**config.mk**
```make
export PLATFORM = sky130hd
export DESIGN_NAME = clk_pwr_top
export DESIGN_NICKNAME = d
export VERILOG_FILES = /design/src/design/clk_pwr_pkg.sv /design/src/design/apb_cfg_regs.sv /design/src/design/power_predictor.sv /design/src/design/pll_mode_ctrl.sv /design/src/design/domain_gate_ctrl.sv /design/src/design/vdd_ctrl.sv /design/src/design/power_estimator.sv /design/src/design/clk_pwr_top.sv
export SDC_FILE = /design/constraint.sdc
export NUM_CORES = 1
export LEC_CHECK = 0
export BUFFER_PORTS_ARGS = -buffer_cell sky130_fd_sc_hd__buf_2
export CAP_MARGIN = 10
export CORE_MARGIN = 1.5
export CORE_UTILIZATION = 52
export CTS_BUF_LIST = sky130_fd_sc_hd__clkbuf_8
export DETAILED_ROUTE_END_ITERATION = 8
export PLACE_DENSITY = 0.73
export SLEW_MARGIN = 20
export SYNTH_ARGS = -nofsm -noshare
export SYNTH_HDL_FRONTEND = slang
export SYNTH_SLANG_ARGS = --single-unit
```
**constraint.sdc**
```tcl
create_clock -name clk_ref -period 10 [get_ports clk_ref]
set_input_delay 3 -clock clk_ref [delete_from_list [all_inputs] [get_ports clk_ref]]
set_output_delay 3 -clock clk_ref [all_outputs]
set_load 0.02 [all_outputs]
```
**src/design/clk_pwr_pkg.sv**
```systemverilog
package clk_pwr_pkg;

    // Lower encoding means more performance
    typedef enum logic [2:0] {
        PWR_MAXIMUM    = 3'd0,
        PWR_HIGH       = 3'd1,
        PWR_MEDIUM     = 3'd2,
        PWR_LOW        = 3'd3,
        PWR_MINIMAL    = 3'd4,
        PWR_SLEEP      = 3'd5,
        PWR_DEEP_SLEEP = 3'd6,
        PWR_SHUTDOWN   = 3'd7
    } power_mode_e;

    localparam int NUM_DOMAINS = 12;

    // Domain classes as index masks
    localparam logic [NUM_DOMAINS-1:0] DOM_SYMBOL   = 12'h00f;
    localparam logic [NUM_DOMAINS-1:0] DOM_QUARTER  = 12'h070;
    localparam logic [NUM_DOMAINS-1:0] DOM_PROTOCOL = 12'h180;
    localparam logic [NUM_DOMAINS-1:0] DOM_SIDEBAND = 12'h200;
    localparam logic [NUM_DOMAINS-1:0] DOM_MGMT     = 12'h400;
    localparam logic [NUM_DOMAINS-1:0] DOM_DEBUG    = 12'h800;

    // Enabled power per domain, index 0 first
    localparam logic [15:0] DOM_POWER_MW [NUM_DOMAINS] = '{
        16'd800, 16'd800, 16'd800, 16'd800,
        16'd200, 16'd200, 16'd200,
        16'd100, 16'd100,
        16'd50, 16'd25, 16'd10
    };
    localparam logic [15:0] LEAKAGE_MW   = 16'd5;
    localparam logic [31:0] MAX_POWER_MW = 32'd10000;

    // Rail level by [rail][mode]; rails are 0p6, 0p8, 1p0, aux
    localparam logic [2:0] VDD_LEVELS [4][8] = '{
        '{3'd7, 3'd6, 3'd5, 3'd4, 3'd0, 3'd0, 3'd0, 3'd0},
        '{3'd7, 3'd6, 3'd5, 3'd4, 3'd0, 3'd0, 3'd0, 3'd0},
        '{3'd7, 3'd6, 3'd5, 3'd4, 3'd3, 3'd0, 3'd0, 3'd0},
        '{3'd5, 3'd5, 3'd5, 3'd5, 3'd5, 3'd5, 3'd5, 3'd0}
    };
    localparam logic [15:0] VDD_BASE_MV = 16'd600;
    localparam logic [15:0] VDD_STEP_MV = 16'd50;

    localparam logic [7:0] ACT_HOLD_TH = 8'hc0;
    localparam logic [7:0] ACT_OFF_TH  = 8'h40;

    localparam int PRED_W = 18;
    localparam logic [PRED_W-1:0] PRED_TRAFFIC_W = 18'd4;
    localparam logic [PRED_W-1:0] PRED_THERMAL_W = 18'd2;
    localparam logic [PRED_W-1:0] TH_LOW_MW      = 18'd5000;
    localparam logic [PRED_W-1:0] TH_MEDIUM_MW   = 18'd3000;
    localparam logic [PRED_W-1:0] TH_HIGH_MW     = 18'd1000;

    localparam logic [7:0] ADDR_CTRL    = 8'h00;
    localparam logic [7:0] ADDR_STATUS  = 8'h04;
    localparam logic [7:0] ADDR_DOMAINS = 8'h08;
    localparam logic [7:0] ADDR_POWER   = 8'h0c;
    localparam logic [7:0] ADDR_PREDICT = 8'h10;

    // Deepest mode in which a domain may still run
    function automatic power_mode_e dom_ceiling(input int unsigned d);
        if (DOM_SYMBOL[d]) return PWR_MEDIUM;
        if (DOM_QUARTER[d] || DOM_PROTOCOL[d]) return PWR_LOW;
        if (DOM_SIDEBAND[d]) return PWR_DEEP_SLEEP;  // Off only at shutdown
        if (DOM_MGMT[d]) return PWR_MINIMAL;
        if (DOM_DEBUG[d]) return PWR_HIGH;
        return PWR_MAXIMUM;
    endfunction

endpackage

```
**src/design/apb_cfg_regs.sv**
```systemverilog
`timescale 1ns/1ps

module apb_cfg_regs (
    input  logic                         clk_ref,
    input  logic                         rst_n,
    input  logic [7:0]                   paddr,
    input  logic                         psel,
    input  logic                         penable,
    input  logic                         pwrite,
    input  logic [31:0]                  pwdata,
    output logic [31:0]                  prdata,
    output logic                         pready,
    output logic                         pslverr,
    input  logic                         pll_locked,
    input  clk_pwr_pkg::power_mode_e     power_mode,
    input  clk_pwr_pkg::power_mode_e     recommended_mode,
    input  logic [clk_pwr_pkg::NUM_DOMAINS-1:0] domain_enable,
    input  logic [clk_pwr_pkg::NUM_DOMAINS-1:0] domain_stable,
    input  logic [31:0]                  total_power_mw,
    input  logic [clk_pwr_pkg::PRED_W-1:0] prediction_mw,
    output logic                         pll_enable,
    output logic                         ml_enable,
    output clk_pwr_pkg::power_mode_e     global_mode
);

    logic        access;
    logic        addr_hit;
    logic [31:0] rd_data;

    assign access = psel && penable;
    assign pready = 1'b1;  // Zero wait states

    // Control register, written at the access edge
    always_ff @(posedge clk_ref or negedge rst_n) begin
        if (!rst_n) begin
            pll_enable  <= 1'b0;
            ml_enable   <= 1'b0;
            global_mode <= clk_pwr_pkg::PWR_MAXIMUM;
        end else if (access && pwrite && paddr == clk_pwr_pkg::ADDR_CTRL) begin
            pll_enable  <= pwdata[0];
            ml_enable   <= pwdata[1];
            global_mode <= clk_pwr_pkg::power_mode_e'(pwdata[4:2]);
        end
    end

    always_comb begin
        rd_data  = '0;
        addr_hit = 1'b1;
        case (paddr)
            clk_pwr_pkg::ADDR_CTRL:    rd_data = {27'd0, global_mode, ml_enable, pll_enable};
            clk_pwr_pkg::ADDR_STATUS:  rd_data = {24'd0, 1'b0, recommended_mode,
                                                  pll_locked, power_mode};
            clk_pwr_pkg::ADDR_DOMAINS: rd_data = {4'd0, domain_stable, 4'd0, domain_enable};
            clk_pwr_pkg::ADDR_POWER:   rd_data = total_power_mw;
            clk_pwr_pkg::ADDR_PREDICT: rd_data = {14'd0, prediction_mw};
            default:                   addr_hit = 1'b0;
        endcase
    end

    // Unmapped reads return zero with the error flag
    assign prdata  = (access && !pwrite) ? rd_data : '0;
    assign pslverr = access && !addr_hit;

endmodule

```
**src/design/power_predictor.sv**
```systemverilog
`timescale 1ns/1ps

module power_predictor (
    input  logic                           clk_ref,
    input  logic                           rst_n,
    input  logic                           ml_enable,
    input  logic [15:0]                    traffic_prediction,
    input  logic [7:0]                     thermal_state,
    output logic [clk_pwr_pkg::PRED_W-1:0] prediction_mw,
    output clk_pwr_pkg::power_mode_e       recommended_mode
);

    logic [clk_pwr_pkg::PRED_W-1:0] weighted;

    assign weighted = 18'(traffic_prediction) * clk_pwr_pkg::PRED_TRAFFIC_W
                    + 18'(thermal_state) * clk_pwr_pkg::PRED_THERMAL_W;

    // Stage 1 registers the sum, stage 2 maps it to a mode
    always_ff @(posedge clk_ref or negedge rst_n) begin
        if (!rst_n) begin
            prediction_mw    <= '0;
            recommended_mode <= clk_pwr_pkg::PWR_MEDIUM;
        end else if (ml_enable) begin
            prediction_mw <= weighted;
            if (prediction_mw > clk_pwr_pkg::TH_LOW_MW)
                recommended_mode <= clk_pwr_pkg::PWR_LOW;
            else if (prediction_mw > clk_pwr_pkg::TH_MEDIUM_MW)
                recommended_mode <= clk_pwr_pkg::PWR_MEDIUM;
            else if (prediction_mw > clk_pwr_pkg::TH_HIGH_MW)
                recommended_mode <= clk_pwr_pkg::PWR_HIGH;
            else
                recommended_mode <= clk_pwr_pkg::PWR_MAXIMUM;  // Light load
        end
    end

endmodule

```
**src/design/pll_mode_ctrl.sv**
```systemverilog
`timescale 1ns/1ps

module pll_mode_ctrl (
    input  logic                     clk_ref,
    input  logic                     rst_n,
    input  logic                     pll_enable,
    input  logic                     ml_enable,
    input  clk_pwr_pkg::power_mode_e global_mode,
    input  clk_pwr_pkg::power_mode_e recommended_mode,
    output logic                     pll_locked,
    output clk_pwr_pkg::power_mode_e power_mode
);

    // Lock follows enable one cycle later
    always_ff @(posedge clk_ref or negedge rst_n) begin
        if (!rst_n) begin
            pll_locked <= 1'b0;
            power_mode <= clk_pwr_pkg::PWR_MEDIUM;
        end else begin
            pll_locked <= pll_enable;
            power_mode <= ml_enable ? recommended_mode : global_mode;
        end
    end

endmodule

```
**src/design/domain_gate_ctrl.sv**
```systemverilog
`timescale 1ns/1ps

module domain_gate_ctrl #(
    parameter int num_lanes = 16
) (
    input  logic                         clk_ref,
    input  logic                         rst_n,
    input  logic                         pll_locked,
    input  clk_pwr_pkg::power_mode_e     power_mode,
    input  logic                         ml_enable,
    input  logic [num_lanes-1:0]         lane_active,
    input  logic [7:0]                   activity_prediction [clk_pwr_pkg::NUM_DOMAINS-1:0],
    output logic [clk_pwr_pkg::NUM_DOMAINS-1:0] domain_enable,
    output logic [clk_pwr_pkg::NUM_DOMAINS-1:0] domain_stable,
    output logic [num_lanes-1:0]         lane_clock_enabled
);

    localparam logic [7:0] STABLE_TH = 8'd16;

    logic       any_lane;
    logic       lane_mode_ok;
    logic [7:0] stab_cnt [clk_pwr_pkg::NUM_DOMAINS-1:0];

    assign any_lane     = |lane_active;
    assign lane_mode_ok = power_mode <= clk_pwr_pkg::PWR_LOW;

    for (genvar d = 0; d < clk_pwr_pkg::NUM_DOMAINS; d++) begin : g_dom
        logic base_en;

        // Ceiling check, symbol domains also need a live lane
        assign base_en = pll_locked
                      && (power_mode <= clk_pwr_pkg::dom_ceiling(d))
                      && (!clk_pwr_pkg::DOM_SYMBOL[d] || any_lane);

        always_ff @(posedge clk_ref or negedge rst_n) begin
            if (!rst_n) begin
                domain_enable[d] <= 1'b0;
            end else if (ml_enable && activity_prediction[d] > clk_pwr_pkg::ACT_HOLD_TH) begin
                domain_enable[d] <= domain_enable[d];  // Busy domain holds its state
            end else if (ml_enable && activity_prediction[d] < clk_pwr_pkg::ACT_OFF_TH) begin
                domain_enable[d] <= 1'b0;
            end else begin
                domain_enable[d] <= base_en;
            end
        end

        // Saturating up-counter, cleared while gated
        always_ff @(posedge clk_ref or negedge rst_n) begin
            if (!rst_n)
                stab_cnt[d] <= '0;
            else if (!domain_enable[d])
                stab_cnt[d] <= '0;
            else if (stab_cnt[d] != 8'hff)
                stab_cnt[d] <= stab_cnt[d] + 8'd1;
        end

        assign domain_stable[d] = stab_cnt[d] > STABLE_TH;
    end

    always_ff @(posedge clk_ref or negedge rst_n) begin
        if (!rst_n)
            lane_clock_enabled <= '0;
        else
            lane_clock_enabled <= lane_active & {num_lanes{domain_enable[0] && lane_mode_ok}};
    end

endmodule

```
**src/design/vdd_ctrl.sv**
```systemverilog
`timescale 1ns/1ps

module vdd_ctrl (
    input  logic                     clk_ref,
    input  logic                     rst_n,
    input  clk_pwr_pkg::power_mode_e power_mode,
    output logic [2:0]               vdd_0p6_level,
    output logic [2:0]               vdd_0p8_level,
    output logic [2:0]               vdd_1p0_level,
    output logic [2:0]               vdd_aux_level,
    output logic [15:0]              current_voltage_mv
);

    logic [2:0] lvl_0p6_next;

    assign lvl_0p6_next = clk_pwr_pkg::VDD_LEVELS[0][power_mode];

    always_ff @(posedge clk_ref or negedge rst_n) begin
        if (!rst_n) begin
            vdd_0p6_level      <= '0;
            vdd_0p8_level      <= '0;
            vdd_1p0_level      <= '0;
            vdd_aux_level      <= '0;
            current_voltage_mv <= clk_pwr_pkg::VDD_BASE_MV;  // Level zero
        end else begin
            vdd_0p6_level <= lvl_0p6_next;
            vdd_0p8_level <= clk_pwr_pkg::VDD_LEVELS[1][power_mode];
            vdd_1p0_level <= clk_pwr_pkg::VDD_LEVELS[2][power_mode];
            vdd_aux_level <= clk_pwr_pkg::VDD_LEVELS[3][power_mode];
            // Same edge as the levels, so use the next 0p6 level
            current_voltage_mv <= clk_pwr_pkg::VDD_BASE_MV
                                + clk_pwr_pkg::VDD_STEP_MV * 16'(lvl_0p6_next);
        end
    end

endmodule

```
**src/design/power_estimator.sv**
```systemverilog
`timescale 1ns/1ps

module power_estimator (
    input  logic                                clk_ref,
    input  logic                                rst_n,
    input  logic [clk_pwr_pkg::NUM_DOMAINS-1:0] domain_enable,
    output logic [31:0]                         total_power_mw,
    output logic [31:0]                         power_saved_mw
);

    logic [31:0] power_sum;

    // Class power when running, leakage when gated
    always_comb begin
        power_sum = '0;
        for (int d = 0; d < clk_pwr_pkg::NUM_DOMAINS; d++) begin
            if (domain_enable[d])
                power_sum = power_sum + 32'(clk_pwr_pkg::DOM_POWER_MW[d]);
            else
                power_sum = power_sum + 32'(clk_pwr_pkg::LEAKAGE_MW);
        end
    end

    always_ff @(posedge clk_ref or negedge rst_n) begin
        if (!rst_n) begin
            total_power_mw <= '0;
            power_saved_mw <= '0;
        end else begin
            total_power_mw <= power_sum;
            power_saved_mw <= clk_pwr_pkg::MAX_POWER_MW - power_sum;
        end
    end

endmodule

```
**src/design/clk_pwr_top.sv**
```systemverilog
`timescale 1ns/1ps

module clk_pwr_top #(
    parameter int num_lanes = 16
) (
    input  logic                         clk_ref,
    input  logic                         rst_n,
    input  logic [7:0]                   paddr,
    input  logic                         psel,
    input  logic                         penable,
    input  logic                         pwrite,
    input  logic [31:0]                  pwdata,
    output logic [31:0]                  prdata,
    output logic                         pready,
    output logic                         pslverr,
    input  logic [num_lanes-1:0]         lane_active,
    input  logic [7:0]                   activity_prediction [clk_pwr_pkg::NUM_DOMAINS-1:0],
    input  logic [15:0]                  traffic_prediction,
    input  logic [7:0]                   thermal_state,
    output logic                         pll_locked,
    output clk_pwr_pkg::power_mode_e     power_mode,
    output clk_pwr_pkg::power_mode_e     recommended_mode,
    output logic [clk_pwr_pkg::NUM_DOMAINS-1:0] domain_enable,
    output logic [clk_pwr_pkg::NUM_DOMAINS-1:0] domain_stable,
    output logic [num_lanes-1:0]         lane_clock_enabled,
    output logic [2:0]                   vdd_0p6_level,
    output logic [2:0]                   vdd_0p8_level,
    output logic [2:0]                   vdd_1p0_level,
    output logic [2:0]                   vdd_aux_level,
    output logic [15:0]                  current_voltage_mv,
    output logic [31:0]                  total_power_mw,
    output logic [31:0]                  power_saved_mw
);

    logic                           pll_enable;
    logic                           ml_enable;
    clk_pwr_pkg::power_mode_e       global_mode;
    logic [clk_pwr_pkg::PRED_W-1:0] prediction_mw;

    apb_cfg_regs u_apb_cfg_regs (
        .clk_ref, .rst_n,
        .paddr, .psel, .penable, .pwrite, .pwdata,
        .prdata, .pready, .pslverr,
        .pll_locked, .power_mode, .recommended_mode,
        .domain_enable, .domain_stable, .total_power_mw, .prediction_mw,
        .pll_enable, .ml_enable, .global_mode
    );

    power_predictor u_power_predictor (
        .clk_ref, .rst_n, .ml_enable,
        .traffic_prediction, .thermal_state,
        .prediction_mw, .recommended_mode
    );

    pll_mode_ctrl u_pll_mode_ctrl (
        .clk_ref, .rst_n, .pll_enable, .ml_enable,
        .global_mode, .recommended_mode,
        .pll_locked, .power_mode
    );

    domain_gate_ctrl #(.num_lanes(num_lanes)) u_domain_gate_ctrl (
        .clk_ref, .rst_n, .pll_locked, .power_mode, .ml_enable,
        .lane_active, .activity_prediction,
        .domain_enable, .domain_stable, .lane_clock_enabled
    );

    vdd_ctrl u_vdd_ctrl (
        .clk_ref, .rst_n, .power_mode,
        .vdd_0p6_level, .vdd_0p8_level, .vdd_1p0_level, .vdd_aux_level,
        .current_voltage_mv
    );

    power_estimator u_power_estimator (
        .clk_ref, .rst_n, .domain_enable,
        .total_power_mw, .power_saved_mw
    );

endmodule

```
==> qor.txt <==
CTS Buffer Depth - 3
Async S/R FF share, synth - 1.00
Die Wd - 176 um
f_max - 105 MHz
Setup Skew - 0.0215 ns
Layout area overhead - 15.7%
R2R depth - 39
final setup vio count - 0
period utilization - 0.954
drt first-iter violations - 948
max incr delay on CP - 0.53 ns
CTS Sinks - 218
dpl ws - 0.183 ns
WL per Instance - 17.7 um
setup TNS - 0 ns
Relative slew margins - 0.400
Leakage - 8.62 nW
Post-DP HPWL - 32200 um
r2r startpoint - u_domain_gate_ctrl.domain_enable[1]$_DFFE_PN0N_
initial antenna violation count - 1
Total GRT Usage - 0.277
PwrDens - 132 nW/um2
Post-synth EDFFs - 0
Synth top area share - 0.341
max-slew violations - 0
largest net degree at the start of global routing - 88
DRC violations left - 0
Critical Path RT - 10.40 ns
FP Rows - 63
mapped cell area - 15500 um2
Vias/cell - 5.79
gr ovfl total - 0
most frequent CP cell - ha_1
commonest cells in the netlist - dfrtp_1 (212), nor2_1 (168), nand2_1 (157), o21ai_0 (99), a21oi_1 (70)
r2r endpoint - u_power_estimator.power_saved_mw[13]$_DFF_PN0_
hold_buf cts - 0
clk_lat worst skew - 0.54 ns
CTS tree - built
Worst Max-Slew Pin Slew - 0.900 ns
crit-path max FO - 19
unrepaired setup endpoints after global routing - no
Die Ht - 176 um
Hold Vio Cnt, Final - 0
vias in the first global route - 13551
number of port buffers - 302
synthesis warning total - 0
synthesized netlist cell count - 1728
Setup WS post-layout - 0.457 ns
number of synthesized register bits - 218
Startpoint Class - flip-flop
syn_area_per_cell - 9.00 um2
DR pass1 iterations - 6
Root Driver - clkbuf_8
routability cong. - 0.871
maxcap violations - 0
global-route wire length before repair - 68900 um
most common cell in the netlist - dfrtp_1
CORE AREA - 29600 um2
slowest CP cell - xnor3_2
io pins - 354
clock slew at reported path FFs - 0.06 ns
kind of critical path - flip-flop to flip-flop
sequential area share after synthesis - 0.351
post-synthesis cell type with the largest combined area - dfrtp_1
filler cell count - 2634
Total Wirelength - 43400 um
reg-to-reg slack, setup - 0.46 ns
H-tree levels - 2
Yosys cell types - 124
Worst VDD drop - 183 uV
Worst setup endpoint - u_power_estimator.power_saved_mw[13]$_DFF_PN0_
Die Area - 30900 um2
total vias in the final route - 14142
NumNets Final - 2274
Synth area leaders - dfrtp_1 (34%), ha_1 (5.5%), nor2_1 (4.1%)
Most used DFF post-synth - dfrtp_1
fraction of layout cells with a size suffix above 1 - 0.244
Final Critical Period - 9.54 ns
Tot Pwr - 2.38 mW
Starting Density - 0.526
worst path arrival time - 9.95 ns
CP startpoint - u_domain_gate_ctrl.domain_enable[1]$_DFFE_PN0N_
Num CTS Buffers - 38
status - finished, final reports clean
Setup crit end kind - flip-flop
Routed Antenna Nets - 0
type of the tightest min-delay check - flip-flop to flip-flop
## metal layers
layer | part of all wire | vias to the layer above | GRT usage
met5 | 0 | - | 0
met4 | 0.027 | 0 | 0.0883
met3 | 0.066 | 88 | 0.0535
met2 | 0.47 | 454 | 0.455
met1 | 0.44 | 6819 | 0.368
li1 | - | 6781 | -
## power breakdown
part	leakage, nW	switching [mW]	total (mW)	internal (mW)
clock	0.440	0.382	0.780	0.397
sequential	2.88	0.0328	0.965	0.932
combinational	5.30	0.396	0.633	0.237
total	8.62	0.811	2.38	1.57
## critical path: cells and delay by family (launching register included)
| kind | cells | cell delay (ns) |
|---|---|---|
| AND/OR/NAND/NOR | 9 | 1.78 |
| multiplexers | 3 | 0.63 |
| flip-flops | 1 | 0.34 |
| AO/OA/AOI/OAI | 8 | 1.94 |
| XOR/XNOR | 7 | 2.01 |
| buffers and inverters | 5 | 0.64 |
| adder cells (fa/ha/maj) | 7 | 2.08 |
## sequential cells by signal (all words and copies together), names as in the netlist, 2 cells and up
signal,cells
u_domain_gate_ctrl.stab_cnt,96
u_vdd_ctrl.vdd_0p6_level,2
u_power_predictor.prediction_mw,17
u_vdd_ctrl.current_voltage_mv,8
u_power_estimator.total_power_mw,20
u_pll_mode_ctrl.power_mode,3
u_vdd_ctrl.vdd_1p0_level,3
u_apb_cfg_regs.global_mode,3
u_power_estimator.power_saved_mw,32
u_domain_gate_ctrl.lane_clock_enabled,16
u_power_predictor.recommended_mode,2
u_domain_gate_ctrl.domain_enable,12
## area by class of cell
type	instances	area, um2	area share
repair buffers	321	1680	0.0932
inverters	72	270	0.0150
flip-flops and latches	218	5470	0.304
diodes	1	2.50	0.000139
multi-input cells	1372	9380	0.521
clock inverters	27	121	0.00675
well taps	390	488	0.0271
clock buffers	43	592	0.0329
## cell usage in the layout (no fill, tap or decap), drive strengths merged, types with 43 or more instances in the layout
master  instances
inv            86
clkbuf         43
nor2          180
xor2           66
nand4          49
o21ai         102
buf           321
dfrtp         212
a21oi          71
xnor2          72
and3           70
nand3          66
nand2         157
ha             68
## cell families after synthesis
logic type / share of synthesized area
and+or+nand+nor: 0.237
AOI/OAI and AO/OA: 0.170
DFF: 0.351
buffers and inverters: 0.0557
xor gates and xnor gates: 0.0932
adders and majority gates: 0.0573
muxes: 0.0348
other: 0.000483
## worst min path at each step
stage / from / end / slack [ns] / cells past startpoint
final: u_apb_cfg_regs.pll_enable$_DFFE_PN0P_ / u_pll_mode_ctrl.pll_locked$_DFF_PN0_ / 0.41 / 0
after global placement: u_apb_cfg_regs.pll_enable$_DFFE_PN0P_ / u_pll_mode_ctrl.pll_locked$_DFF_PN0_ / 0.38 / 0
after detailed placement: u_apb_cfg_regs.pll_enable$_DFFE_PN0P_ / u_pll_mode_ctrl.pll_locked$_DFF_PN0_ / 0.40 / 0
after floorplan: u_apb_cfg_regs.pll_enable$_DFFE_PN0P_ / u_pll_mode_ctrl.pll_locked$_DFF_PN0_ / 0.37 / 0
after CTS: u_apb_cfg_regs.pll_enable$_DFFE_PN0P_ / u_pll_mode_ctrl.pll_locked$_DFF_PN0_ / 0.41 / 0
after global routing: u_apb_cfg_regs.pll_enable$_DFFE_PN0P_ / u_pll_mode_ctrl.pll_locked$_DFF_PN0_ / 0.42 / 0
## stage by stage
stage,util,hold slack [ns],instance area (um2),instances
detailed placement,0.582,0.397,17200,2372
CTS,0.606,0.410,17900,2442
global placement,0.582,0.380,17200,2372
global route,0.609,0.418,18000,2444
floorplan,-,0.371,15700,1757
finish,0.609,0.411,18000,2444
## what timing repair did
item | in CTS | in global routing
setup buffers | 0 | 1
endpoints found under the hold margin | 0 | 0
gates resized for setup | 0 | 13
setup endpoints to repair | 0 | 23
Note: power is estimated with default switching activity, not from simulation.
